<file path="config.mk">
export PLATFORM = sky130hd
export DESIGN_NAME = csr_top
export DESIGN_NICKNAME = d
export VERILOG_FILES = /design/src/logic/csr_pkg.sv /design/src/logic/csr_priv_state.sv /design/src/logic/csr_int_ctrl.sv /design/src/logic/csr_timer.sv /design/src/logic/csr_save_regs.sv /design/src/logic/csr_top.sv
export SDC_FILE = /design/constraint.sdc
export NUM_CORES = 1
export LEC_CHECK = 0
export BUFFER_PORTS_ARGS = -buffer_cell sky130_fd_sc_hd__buf_4
export CAP_MARGIN = 20
export CORE_MARGIN = 2
export CORE_UTILIZATION = 40
export DETAILED_ROUTE_END_ITERATION = 10
export HOLD_SLACK_MARGIN = 0.05
export PLACE_DENSITY = 0.59
export SYNTH_ARGS = -nofsm -noshare
export SYNTH_HDL_FRONTEND = slang
export SYNTH_SLANG_ARGS = --single-unit
</file>
<file path="constraint.sdc">
create_clock -name clk -period 6.52 [get_ports clk]
set_input_delay 1.63 -clock clk [delete_from_list [all_inputs] [get_ports clk]]
set_output_delay 1.63 -clock clk [all_outputs]
set_load 0.03 [all_outputs]
</file>
<file path="src/logic/csr_pkg.sv">
package csr_pkg;

    localparam int csr_num_w  = 14;
    localparam int csr_data_w = 32;

    // CSR numbers.
    localparam logic [csr_num_w-1:0] csr_crmd   = 14'h000;
    localparam logic [csr_num_w-1:0] csr_prmd   = 14'h001;
    localparam logic [csr_num_w-1:0] csr_ecfg   = 14'h004;
    localparam logic [csr_num_w-1:0] csr_estat  = 14'h005;
    localparam logic [csr_num_w-1:0] csr_era    = 14'h006;
    localparam logic [csr_num_w-1:0] csr_badv   = 14'h007;
    localparam logic [csr_num_w-1:0] csr_eentry = 14'h00c;
    localparam logic [csr_num_w-1:0] csr_save0  = 14'h030;
    localparam logic [csr_num_w-1:0] csr_tid    = 14'h040;
    localparam logic [csr_num_w-1:0] csr_tcfg   = 14'h041;
    localparam logic [csr_num_w-1:0] csr_tval   = 14'h042;
    localparam logic [csr_num_w-1:0] csr_ticlr  = 14'h044;

    // Field positions.
    localparam int crmd_plv_lo       = 0;
    localparam int crmd_plv_hi       = 1;
    localparam int crmd_ie_lo        = 2;
    localparam int crmd_ie_hi        = 2;
    localparam int crmd_da_lo        = 3;
    localparam int crmd_da_hi        = 3;
    localparam int crmd_pg_lo        = 4;
    localparam int crmd_pg_hi        = 4;
    localparam int crmd_datf_lo      = 5;
    localparam int crmd_datf_hi      = 6;
    localparam int crmd_datm_lo      = 7;
    localparam int crmd_datm_hi      = 8;
    localparam int prmd_pplv_lo      = 0;
    localparam int prmd_pplv_hi      = 1;
    localparam int prmd_pie_lo       = 2;
    localparam int prmd_pie_hi       = 2;
    localparam int ecfg_lie_lo       = 0;
    localparam int ecfg_lie_hi       = 12;
    localparam int estat_is_lo       = 0;
    localparam int estat_is_hi       = 12;
    localparam int estat_ecode_lo    = 16;
    localparam int estat_ecode_hi    = 21;
    localparam int estat_esubcode_lo = 22;
    localparam int estat_esubcode_hi = 30;
    localparam int eentry_va_lo      = 6;
    localparam int eentry_va_hi      = 31;
    localparam int tcfg_en_lo        = 0;
    localparam int tcfg_en_hi        = 0;
    localparam int tcfg_periodic_lo  = 1;
    localparam int tcfg_periodic_hi  = 1;
    localparam int tcfg_initval_lo   = 2;
    localparam int tcfg_initval_hi   = 31;
    localparam int ticlr_clr_lo      = 0;
    localparam int ticlr_clr_hi      = 0;

    // Bit 10 of LIE is reserved.
    localparam logic [ecfg_lie_hi-ecfg_lie_lo:0] ecfg_lie_mask = 13'h1bff;

    localparam logic [5:0] ecode_ade     = 6'h08;
    localparam logic [5:0] ecode_ale     = 6'h09;
    localparam logic [8:0] esubcode_adef = 9'h000;

    typedef union packed {
        logic [csr_data_w-1:0] raw;
        struct packed {
            logic [tcfg_initval_hi-tcfg_initval_lo:0] initval;
            logic                                     periodic;
            logic                                     en;
        } f;
    } tcfg_word_u;

    function automatic logic [csr_data_w-1:0] csr_merge(
        input logic [csr_data_w-1:0] old_value,
        input logic [csr_data_w-1:0] wvalue,
        input logic [csr_data_w-1:0] wmask
    );
        return (wmask & wvalue) | (~wmask & old_value);
    endfunction

endpackage

</file>
<file path="src/logic/csr_priv_state.sv">
module csr_priv_state (
    input  logic                           clk,
    input  logic                           reset,
    input  logic [csr_pkg::csr_num_w-1:0]  csr_num,
    input  logic                           csr_we,
    input  logic [csr_pkg::csr_data_w-1:0] csr_wmask,
    input  logic [csr_pkg::csr_data_w-1:0] csr_wvalue,
    input  logic                           wb_ex,
    input  logic                           ertn_flush,
    input  logic [csr_pkg::csr_data_w-1:0] wb_pc,
    input  logic [5:0]                     wb_ecode,
    input  logic [8:0]                     wb_esubcode,
    input  logic [csr_pkg::csr_data_w-1:0] wb_vaddr,
    output logic                           crmd_ie,
    output logic [csr_pkg::csr_data_w-1:0] ex_entry,
    output logic [csr_pkg::csr_data_w-1:0] ertn_entry,
    output logic [csr_pkg::csr_data_w-1:0] csr_rdata
);
    import csr_pkg::*;

    logic [1:0]                         crmd_plv;
    logic                               crmd_da;
    logic                               crmd_pg;
    logic [1:0]                         crmd_dat;
    logic [1:0]                         prmd_pplv;
    logic                               prmd_pie;
    logic [csr_data_w-1:0]              era;
    logic [csr_data_w-1:0]              badv;
    logic [eentry_va_hi-eentry_va_lo:0] eentry_va;
    logic [5:0]                         ecode_q;
    logic [8:0]                         esubcode_q;
    logic [csr_data_w-1:0]              crmd_word;
    logic [csr_data_w-1:0]              prmd_word;
    logic [csr_data_w-1:0]              estat_word;
    logic [csr_data_w-1:0]              eentry_word;
    logic [csr_data_w-1:0]              crmd_next;
    logic [csr_data_w-1:0]              prmd_next;
    logic [csr_data_w-1:0]              era_next;
    logic [csr_data_w-1:0]              eentry_next;
    logic                               addr_err;

    // Direct address translation modes follow PG.
    assign crmd_dat = crmd_pg ? 2'b01 : 2'b00;

    always_comb begin
        crmd_word = '0;
        crmd_word[crmd_plv_hi:crmd_plv_lo]   = crmd_plv;
        crmd_word[crmd_ie_hi:crmd_ie_lo]     = crmd_ie;
        crmd_word[crmd_da_hi:crmd_da_lo]     = crmd_da;
        crmd_word[crmd_pg_hi:crmd_pg_lo]     = crmd_pg;
        crmd_word[crmd_datf_hi:crmd_datf_lo] = crmd_dat;
        crmd_word[crmd_datm_hi:crmd_datm_lo] = crmd_dat;
        prmd_word = '0;
        prmd_word[prmd_pplv_hi:prmd_pplv_lo] = prmd_pplv;
        prmd_word[prmd_pie_hi:prmd_pie_lo]   = prmd_pie;
        estat_word = '0;
        estat_word[estat_ecode_hi:estat_ecode_lo]       = ecode_q;
        estat_word[estat_esubcode_hi:estat_esubcode_lo] = esubcode_q;
        eentry_word = '0;
        eentry_word[eentry_va_hi:eentry_va_lo] = eentry_va;
    end

    assign crmd_next   = csr_merge(crmd_word, csr_wvalue, csr_wmask);
    assign prmd_next   = csr_merge(prmd_word, csr_wvalue, csr_wmask);
    assign era_next    = csr_merge(era, csr_wvalue, csr_wmask);
    assign eentry_next = csr_merge(eentry_word, csr_wvalue, csr_wmask);

    always_ff @(posedge clk) begin
        if (reset) begin
            crmd_plv <= 2'b00;
            crmd_ie  <= 1'b0;
            crmd_da  <= 1'b0;
            crmd_pg  <= 1'b1;
        end else if (wb_ex) begin
            crmd_plv <= 2'b00;
            crmd_ie  <= 1'b0;
        end else if (ertn_flush) begin
            crmd_plv <= prmd_pplv;
            crmd_ie  <= prmd_pie;
        end else if (csr_we && csr_num == csr_crmd) begin
            crmd_plv <= crmd_next[crmd_plv_hi:crmd_plv_lo];
            crmd_ie  <= crmd_next[crmd_ie_hi:crmd_ie_lo];
            crmd_da  <= crmd_next[crmd_da_hi:crmd_da_lo];
            crmd_pg  <= crmd_next[crmd_pg_hi:crmd_pg_lo];
        end
    end

    // Exception entry saves the old privilege state and the faulting pc.
    always_ff @(posedge clk) begin
        if (wb_ex) begin
            prmd_pplv  <= crmd_plv;
            prmd_pie   <= crmd_ie;
            era        <= wb_pc;
            ecode_q    <= wb_ecode;
            esubcode_q <= wb_esubcode;
        end else begin
            if (csr_we && csr_num == csr_prmd) begin
                prmd_pplv <= prmd_next[prmd_pplv_hi:prmd_pplv_lo];
                prmd_pie  <= prmd_next[prmd_pie_hi:prmd_pie_lo];
            end
            if (csr_we && csr_num == csr_era)
                era <= era_next;
        end
    end

    assign addr_err = (wb_ecode == ecode_ade) || (wb_ecode == ecode_ale);

    // A fetch fault reports the pc itself.
    always_ff @(posedge clk) begin
        if (wb_ex && addr_err)
            badv <= (wb_ecode == ecode_ade && wb_esubcode == esubcode_adef) ? wb_pc : wb_vaddr;
    end

    always_ff @(posedge clk) begin
        if (csr_we && csr_num == csr_eentry)
            eentry_va <= eentry_next[eentry_va_hi:eentry_va_lo];
    end

    always_comb begin
        case (csr_num)
            csr_crmd:   csr_rdata = crmd_word;
            csr_prmd:   csr_rdata = prmd_word;
            csr_estat:  csr_rdata = estat_word;
            csr_era:    csr_rdata = era;
            csr_badv:   csr_rdata = badv;
            csr_eentry: csr_rdata = eentry_word;
            default:    csr_rdata = '0;
        endcase
    end

    assign ex_entry   = eentry_word;
    assign ertn_entry = era;

    // The pipeline retires an exception and an ERTN in different cycles.
    assert property (@(posedge clk) disable iff (reset) !(wb_ex && ertn_flush));

endmodule

</file>
<file path="src/logic/csr_int_ctrl.sv">
module csr_int_ctrl (
    input  logic                           clk,
    input  logic                           reset,
    input  logic [csr_pkg::csr_num_w-1:0]  csr_num,
    input  logic                           csr_we,
    input  logic [csr_pkg::csr_data_w-1:0] csr_wmask,
    input  logic [csr_pkg::csr_data_w-1:0] csr_wvalue,
    input  logic [7:0]                     hw_int_in,
    input  logic                           ipi_int_in,
    input  logic                           timer_int,
    input  logic                           crmd_ie,
    output logic                           has_int,
    output logic [csr_pkg::csr_data_w-1:0] csr_rdata
);
    import csr_pkg::*;

    logic [ecfg_lie_hi-ecfg_lie_lo:0] lie;
    logic [estat_is_hi-estat_is_lo:0] is_bits;
    logic [1:0]                       is_sw;
    logic [7:0]                       is_hw;
    logic                             is_ipi;
    logic [csr_data_w-1:0]            ecfg_word;
    logic [csr_data_w-1:0]            estat_word;
    logic [csr_data_w-1:0]            ecfg_next;
    logic [csr_data_w-1:0]            estat_next;

    // Bit 10 is reserved, bit 11 is the timer.
    assign is_bits = {is_ipi, timer_int, 1'b0, is_hw, is_sw};

    always_comb begin
        ecfg_word = '0;
        ecfg_word[ecfg_lie_hi:ecfg_lie_lo] = lie;
        estat_word = '0;
        estat_word[estat_is_hi:estat_is_lo] = is_bits;
    end

    assign ecfg_next  = csr_merge(ecfg_word, csr_wvalue, csr_wmask);
    assign estat_next = csr_merge(estat_word, csr_wvalue, csr_wmask);

    always_ff @(posedge clk) begin
        if (reset) begin
            lie   <= '0;
            is_sw <= 2'b00;
        end else begin
            if (csr_we && csr_num == csr_ecfg)
                lie <= ecfg_next[ecfg_lie_hi:ecfg_lie_lo] & ecfg_lie_mask;
            if (csr_we && csr_num == csr_estat)
                is_sw <= estat_next[estat_is_lo+1:estat_is_lo];
        end
    end

    // External lines are sampled once.
    always_ff @(posedge clk) begin
        is_hw  <= hw_int_in;
        is_ipi <= ipi_int_in;
    end

    assign has_int = ((is_bits & lie) != '0) && crmd_ie;

    always_comb begin
        case (csr_num)
            csr_ecfg:  csr_rdata = ecfg_word;
            csr_estat: csr_rdata = estat_word;
            default:   csr_rdata = '0;
        endcase
    end

    assert property (@(posedge clk) disable iff (reset) has_int |-> crmd_ie);

endmodule

</file>
<file path="src/logic/csr_timer.sv">
module csr_timer #(
    parameter logic [31:0] CORE_ID = 32'h0
) (
    input  logic                           clk,
    input  logic                           reset,
    input  logic [csr_pkg::csr_num_w-1:0]  csr_num,
    input  logic                           csr_we,
    input  logic [csr_pkg::csr_data_w-1:0] csr_wmask,
    input  logic [csr_pkg::csr_data_w-1:0] csr_wvalue,
    output logic                           timer_int,
    output logic [csr_pkg::csr_data_w-1:0] csr_rdata
);
    import csr_pkg::*;

    logic [csr_data_w-1:0] tid;
    tcfg_word_u            tcfg_q;
    tcfg_word_u            tcfg_next;
    logic [csr_data_w-1:0] cnt;
    logic                  tcfg_wr;
    logic                  ticlr_wr;
    logic                  cnt_zero;

    assign tcfg_wr        = csr_we && csr_num == csr_tcfg;
    assign tcfg_next.raw  = csr_merge(tcfg_q.raw, csr_wvalue, csr_wmask);
    assign cnt_zero       = (cnt == '0);
    assign ticlr_wr       = csr_we && csr_num == csr_ticlr
                         && csr_wmask[ticlr_clr_hi:ticlr_clr_lo] == 1'b1
                         && csr_wvalue[ticlr_clr_hi:ticlr_clr_lo] == 1'b1;

    always_ff @(posedge clk) begin
        if (reset)
            tid <= CORE_ID;
        else if (csr_we && csr_num == csr_tid)
            tid <= csr_merge(tid, csr_wvalue, csr_wmask);
    end

    always_ff @(posedge clk) begin
        if (reset)
            tcfg_q.f.en <= 1'b0;
        else if (tcfg_wr)
            tcfg_q <= tcfg_next;
    end

    // All ones marks a stopped one-shot timer.
    always_ff @(posedge clk) begin
        if (reset) begin
            cnt <= '1;
        end else if (tcfg_wr && tcfg_next.f.en) begin
            cnt <= {tcfg_next.f.initval, {tcfg_initval_lo{1'b0}}};
        end else if (tcfg_q.f.en && cnt != '1) begin
            if (cnt_zero && tcfg_q.f.periodic)
                cnt <= {tcfg_q.f.initval, {tcfg_initval_lo{1'b0}}};
            else
                cnt <= cnt - 1'b1;
        end
    end

    // Expiry wins over a clear in the same cycle.
    always_ff @(posedge clk) begin
        if (reset)
            timer_int <= 1'b0;
        else if (cnt_zero)
            timer_int <= 1'b1;
        else if (ticlr_wr)
            timer_int <= 1'b0;
    end

    always_comb begin
        case (csr_num)
            csr_tid:   csr_rdata = tid;
            csr_tcfg:  csr_rdata = tcfg_q.raw;
            csr_tval:  csr_rdata = cnt;
            csr_ticlr: csr_rdata = '0;
            default:   csr_rdata = '0;
        endcase
    end

    // A disabled timer holds its count until TCFG is written.
    assert property (@(posedge clk) disable iff (reset)
        (!tcfg_q.f.en && !tcfg_wr) |=> $stable(cnt));

endmodule

</file>
<file path="src/logic/csr_save_regs.sv">
module csr_save_regs #(
    parameter int SAVE_COUNT = 4
) (
    input  logic                           clk,
    input  logic [csr_pkg::csr_num_w-1:0]  csr_num,
    input  logic                           csr_we,
    input  logic [csr_pkg::csr_data_w-1:0] csr_wmask,
    input  logic [csr_pkg::csr_data_w-1:0] csr_wvalue,
    output logic [csr_pkg::csr_data_w-1:0] csr_rdata
);
    import csr_pkg::*;

    logic [csr_data_w-1:0] save_q [SAVE_COUNT];

    always_ff @(posedge clk) begin
        for (int k = 0; k < SAVE_COUNT; k++) begin
            if (csr_we && csr_num == csr_save0 + csr_num_w'(k))
                save_q[k] <= csr_merge(save_q[k], csr_wvalue, csr_wmask);
        end
    end

    always_comb begin
        csr_rdata = '0;
        for (int k = 0; k < SAVE_COUNT; k++) begin
            if (csr_num == csr_save0 + csr_num_w'(k))
                csr_rdata = save_q[k];
        end
    end

endmodule

</file>
<file path="src/logic/csr_top.sv">
module csr_top #(
    parameter logic [31:0] CORE_ID    = 32'h0,
    parameter int          SAVE_COUNT = 4
) (
    input  logic                           clk,
    input  logic                           reset,
    input  logic [csr_pkg::csr_num_w-1:0]  csr_num,
    input  logic                           csr_we,
    input  logic [csr_pkg::csr_data_w-1:0] csr_wmask,
    input  logic [csr_pkg::csr_data_w-1:0] csr_wvalue,
    input  logic                           wb_ex,
    input  logic                           ertn_flush,
    input  logic [csr_pkg::csr_data_w-1:0] wb_pc,
    input  logic [5:0]                     wb_ecode,
    input  logic [8:0]                     wb_esubcode,
    input  logic [csr_pkg::csr_data_w-1:0] wb_vaddr,
    input  logic [7:0]                     hw_int_in,
    input  logic                           ipi_int_in,
    output logic [csr_pkg::csr_data_w-1:0] csr_rvalue,
    output logic                           has_int,
    output logic [csr_pkg::csr_data_w-1:0] ex_entry,
    output logic [csr_pkg::csr_data_w-1:0] ertn_entry
);
    import csr_pkg::*;

    logic                  crmd_ie;
    logic                  timer_int;
    logic [csr_data_w-1:0] priv_rdata;
    logic [csr_data_w-1:0] int_rdata;
    logic [csr_data_w-1:0] timer_rdata;
    logic [csr_data_w-1:0] save_rdata;

    csr_priv_state u_priv_state (
        .clk(clk), .reset(reset),
        .csr_num(csr_num), .csr_we(csr_we),
        .csr_wmask(csr_wmask), .csr_wvalue(csr_wvalue),
        .wb_ex(wb_ex), .ertn_flush(ertn_flush), .wb_pc(wb_pc),
        .wb_ecode(wb_ecode), .wb_esubcode(wb_esubcode), .wb_vaddr(wb_vaddr),
        .crmd_ie(crmd_ie), .ex_entry(ex_entry), .ertn_entry(ertn_entry),
        .csr_rdata(priv_rdata)
    );

    csr_int_ctrl u_int_ctrl (
        .clk(clk), .reset(reset),
        .csr_num(csr_num), .csr_we(csr_we),
        .csr_wmask(csr_wmask), .csr_wvalue(csr_wvalue),
        .hw_int_in(hw_int_in), .ipi_int_in(ipi_int_in),
        .timer_int(timer_int), .crmd_ie(crmd_ie),
        .has_int(has_int), .csr_rdata(int_rdata)
    );

    csr_timer #(.CORE_ID(CORE_ID)) u_timer (
        .clk(clk), .reset(reset),
        .csr_num(csr_num), .csr_we(csr_we),
        .csr_wmask(csr_wmask), .csr_wvalue(csr_wvalue),
        .timer_int(timer_int), .csr_rdata(timer_rdata)
    );

    csr_save_regs #(.SAVE_COUNT(SAVE_COUNT)) u_save_regs (
        .clk(clk),
        .csr_num(csr_num), .csr_we(csr_we),
        .csr_wmask(csr_wmask), .csr_wvalue(csr_wvalue),
        .csr_rdata(save_rdata)
    );

    // Each block drives zero outside its own CSR numbers.
    assign csr_rvalue = priv_rdata | int_rdata | timer_rdata | save_rdata;

endmodule

</file>
==> results <==
- The flow ran to the end, and the final reports show no timing, DRC or antenna violations.
- The area of the mapped netlist is around 19000 sq um.
- The number of flip-flops and latches in the synthesized netlist is 361.
- The sum of net half-perimeters after detailed placement is ~50000 um.
- The number of port buffers is approximately 260.
- The largest net degree at the start of global routing is around 110.
- The number of instances in the placed design is about 2.5k.
- The region available for standard cell placement spans ~46000 sq um.
- TritonCTS built the clock tree.
- The area growth from synthesis to layout is 20.4%.
- Once the clock tree was built, the resizer swapped 0 gates to a different size.
- The post-synthesis sequential area ratio is 0.534.
- Setup repair after global routing left no endpoint under its margin.
- The number of fill cells in the layout is roughly 4.2k.
- Summed over all layers, the routed wires come to 71600 um.
- Each instance of the synthesized netlist takes up on average 10.3 sq um.
- Post-CTS timing repair inserted 0 buffers for setup.
- In this run, synthesis inferred between 200 and 300 flip-flops with an integrated enable.
- The insertion delay to the later sink of the worst-skew pair is about 0.57 ns.
- Clock skew on the completed layout was measured at 0.0219 ns.
- Yosys printed 0 warnings.
- The count of cells along the worst register-to-register path is 8.
- By startpoint and endpoint, the worst setup path is classified as input port to primary output.
- For this design the top-level I/O count stands at about 270.
- The worst pin sits at a relative slew slack of 0.287.
- The netlist uses 79 different library cells.
- STA classifies the critical path startpoint as an input port.
- The startpoint identified for the worst register-to-register timing path is u_timer.cnt[0].
- The TritonCTS buffer count is 41.
- The number of antenna violations at the first check in global routing is 1.
- For this run the aggregate overflow at the end of global routing stands at 0.
- The power per cell area is approximately 230 nW/um^2.
- Power comes to between 5 and 6 mW.
- Setup violations remaining at the end of the flow were counted as 0.
- In this run the core area contains about 80 standard-cell rows.
- Dividing the detail-routed wire length by the instance count gives ~27 um.
- OpenSTA, run right after detailed placement, puts the worst setup slack at 0.731 ns.
- The via count of the first global-routing pass is 15.6k.
- Among all flip-flop cells after synthesis, the most frequent one is sky130_fd_sc_hd__edfxtp_1.
- The pre-antenna-repair detailed-routing pass consisted of 6 iterations.
- The first-pass GRT wire length is approximately 100000 um.
- The number of H-tree branching levels is 2.
- The buffer depth of the longest clock path is 3.
- Of all nets on the critical path, the largest fanout is 9.
- The worst ir drop on vdd is 0.000165 V.
- Walking the worst path, the cells encountered are buf_4 > nor2_1 > nand2_1 > nor2_1 > buf_4 > a32oi_1 > nand3_1 > buf_4.
- The share of the clock period used by the worst path after layout is 0.907.
- In the layout the commonest cells are sky130_fd_sc_hd__buf_4, sky130_fd_sc_hd__edfxtp_1, sky130_fd_sc_hd__nand2_1, sky130_fd_sc_hd__and3_1, sky130_fd_sc_hd__nor2_1.
- For this configuration, the core starts out at a cell density of 0.407.
- The number of buffers and inverters on the critical path is 3.
- The most prevalent standard cell on the critical path is sky130_fd_sc_hd__buf_4.
- The number of pins exceeding their max-slew limit in the final report came to 0.
- Counting every sink on the clock net gives 361.
- The slowest stage cell on the critical path is sky130_fd_sc_hd__nor2_1.
- The repair_antennas step left the layout with diodes totalling 0.
- After clock tree synthesis, the clock-pin slew on the worst setup and hold paths is approximately 0.05 ns.
- For flop-to-flop paths, the worst setup slack is 3.20 ns.
- The via density per instance is 6.18.
- The endpoint arrival time on the critical path is roughly 4.3 ns.
- Among cell families on the critical path, the largest total delay comes from simple AND/OR/NAND/NOR gates.
- The gate count after technology mapping is roughly 1.8k.
- The logic depth of the worst setup path including buffers is 8.
- The critical path ends at csr_rvalue[20].
- The worst min-delay path category is flop to flop.
- The initial detailed-routing violation count is 1908.
- The die extent in y is around 220 um.
- Summed over all cells, the static leakage comes to between 8 and 9 nW.
- The kind of capture point of the worst setup path is a primary output.
- The number of maximum-capacitance violations is 0.
- After layout, the worst setup slack is 0.608 ns.
- Setup total negative slack on the finished layout was measured at 0 ns.
- The final-layout worst hold slack is around 0.45 ns.
- The final-report hold violation count is 0.
- The library cell used most frequently in the layout, excluding fill and tap cells, is sky130_fd_sc_hd__buf_4.
- The global-route usage over all layers is 0.292.
- The share of flip-flops with an asynchronous set or reset after synthesis is 0.
- The highest clock rate is between 0.15 and 0.2 GHz.
- The tree is rooted in a sky130_fd_sc_hd__clkbuf_16.
- In this run the worst setup path begins at csr_num[3].
- Hold repair after CTS inserted 0 buffers.
- The fraction of layout cells with a size suffix above 1 is 0.241.
- The die covers around 48000 sq um.
- The number of routed nets with antenna violations is 0.
- The pin slew with the least headroom to its limit is between 1 and 1.5 ns.
- The minimum clock period is just under 6 ns.
- The congestion estimate from routability-driven global placement came to 0.916.
- The largest single stage delay on the critical path is between 0.7 and 0.8 ns.
- After detailed routing, the number of remaining DRC violations is 0.
- The x dimension of the die is between 200 and 250 um.
- Across all layers, the routed design uses ~16k vias.
- Data on the critical path is required at its endpoint by 4.89 ns.
- The destination of the worst register-to-register timing path is u_timer.cnt[2].
- The finished layout holds between 2k and 3k standard cells, fillers aside.
- At the end of the flow, the number of nets in the layout was between 2k and 2.5k.
## cell type report
| class | count | area [sq um] | area share |
|---|---|---|---|
| flip-flops and latches | 361 | 9900 | 0.443 |
| clock buffers | 57 | 1130 | 0.0504 |
| clock inverters | 18 | 125 | 0.00560 |
| multi-input cells | 1224 | 7800 | 0.349 |
| well taps | 600 | 751 | 0.0336 |
| inverters | 42 | 158 | 0.00706 |
| repair buffers | 322 | 2470 | 0.111 |
## tightest hold or removal path, delay by kind of cell (launching register included)
kind / cells / cell delay [ns]
simple gates: 1 / 0.05
compound gates: 1 / 0.05
flops: 1 / 0.30
## where the power goes
group / internal (mW) / total [mW] / switching (mW)
combinational: 0.151 / 0.408 / 0.257
clock: 1.25 / 2.22 / 0.967
sequential: 2.50 / 2.53 / 0.0261
total: 3.90 / 5.15 / 1.25
## cells by family (layout without fill, tap and decap cells)
| logic type | after synthesis | count (layout) | share of synthesized area |
|---|---|---|---|
| mux | 113 | 113 | 0.0671 |
| fa+ha+maj | 3 | 3 | 0.00202 |
| simple gates | 650 | 650 | 0.179 |
| compound gates | 434 | 434 | 0.161 |
| xor+xnor | 18 | 18 | 0.00850 |
| other cells | 1 | 6 | 0.000202 |
| buf+inv | 215 | 439 | 0.0483 |
| flops | 361 | 361 | 0.534 |
## synth_stat cells, types with 12 or more instances
| library cell | count | share of area |
|---|---|---|
| sky130_fd_sc_hd__a211oi_1 | 12 | 0.0049 |
| sky130_fd_sc_hd__a21o_1 | 32 | 0.013 |
| sky130_fd_sc_hd__a21oi_1 | 91 | 0.025 |
| sky130_fd_sc_hd__a221oi_1 | 23 | 0.011 |
| sky130_fd_sc_hd__a22oi_1 | 61 | 0.025 |
| sky130_fd_sc_hd__and3_1 | 158 | 0.053 |
| sky130_fd_sc_hd__buf_1 | 15 | 0.0030 |
| sky130_fd_sc_hd__buf_2 | 16 | 0.0043 |
| sky130_fd_sc_hd__clkbuf_1 | 129 | 0.026 |
| sky130_fd_sc_hd__dfxtp_1 | 94 | 0.10 |
| sky130_fd_sc_hd__edfxtp_1 | 267 | 0.43 |
| sky130_fd_sc_hd__inv_1 | 42 | 0.0085 |
| sky130_fd_sc_hd__mux2_2 | 49 | 0.030 |
| sky130_fd_sc_hd__mux2i_1 | 59 | 0.032 |
| sky130_fd_sc_hd__nand2_1 | 207 | 0.042 |
| sky130_fd_sc_hd__nand3_1 | 67 | 0.018 |
| sky130_fd_sc_hd__nand4_1 | 12 | 0.0040 |
| sky130_fd_sc_hd__nor2_1 | 108 | 0.022 |
| sky130_fd_sc_hd__nor3_1 | 28 | 0.0076 |
| sky130_fd_sc_hd__o21ai_0 | 94 | 0.025 |
| sky130_fd_sc_hd__o22ai_1 | 15 | 0.0051 |
## per-layer routing
metal,track usage,vias up,share of wire
met5,0,-,0
met4,0.115,0,0.039
met3,0.0574,175,0.10
met2,0.460,971,0.46
met1,0.397,7956,0.40
li1,-,7105,-
## how the worst min path moves through the flow
stage | slack (ns) | cells after the start | from | endpoint
2_1_floorplan | 0.43 | 2 | flop | flop
3_3_place_gp | 0.44 | 2 | flop | flop
3_5_place_dp | 0.45 | 2 | flop | flop
4_1_cts | 0.45 | 2 | flop | flop
5_1_grt | 0.48 | 2 | flop | flop
6_report | 0.45 | 2 | flop | flop
## metrics by stage
step / util / cell area, sq um
floorplan: - / 18600
global placement: 0.462 / 21100
detailed placement: 0.462 / 21100
CTS: 0.490 / 22300
global route: 0.490 / 22300
finish: 0.490 / 22300
(Power assumes the default switching activity.)
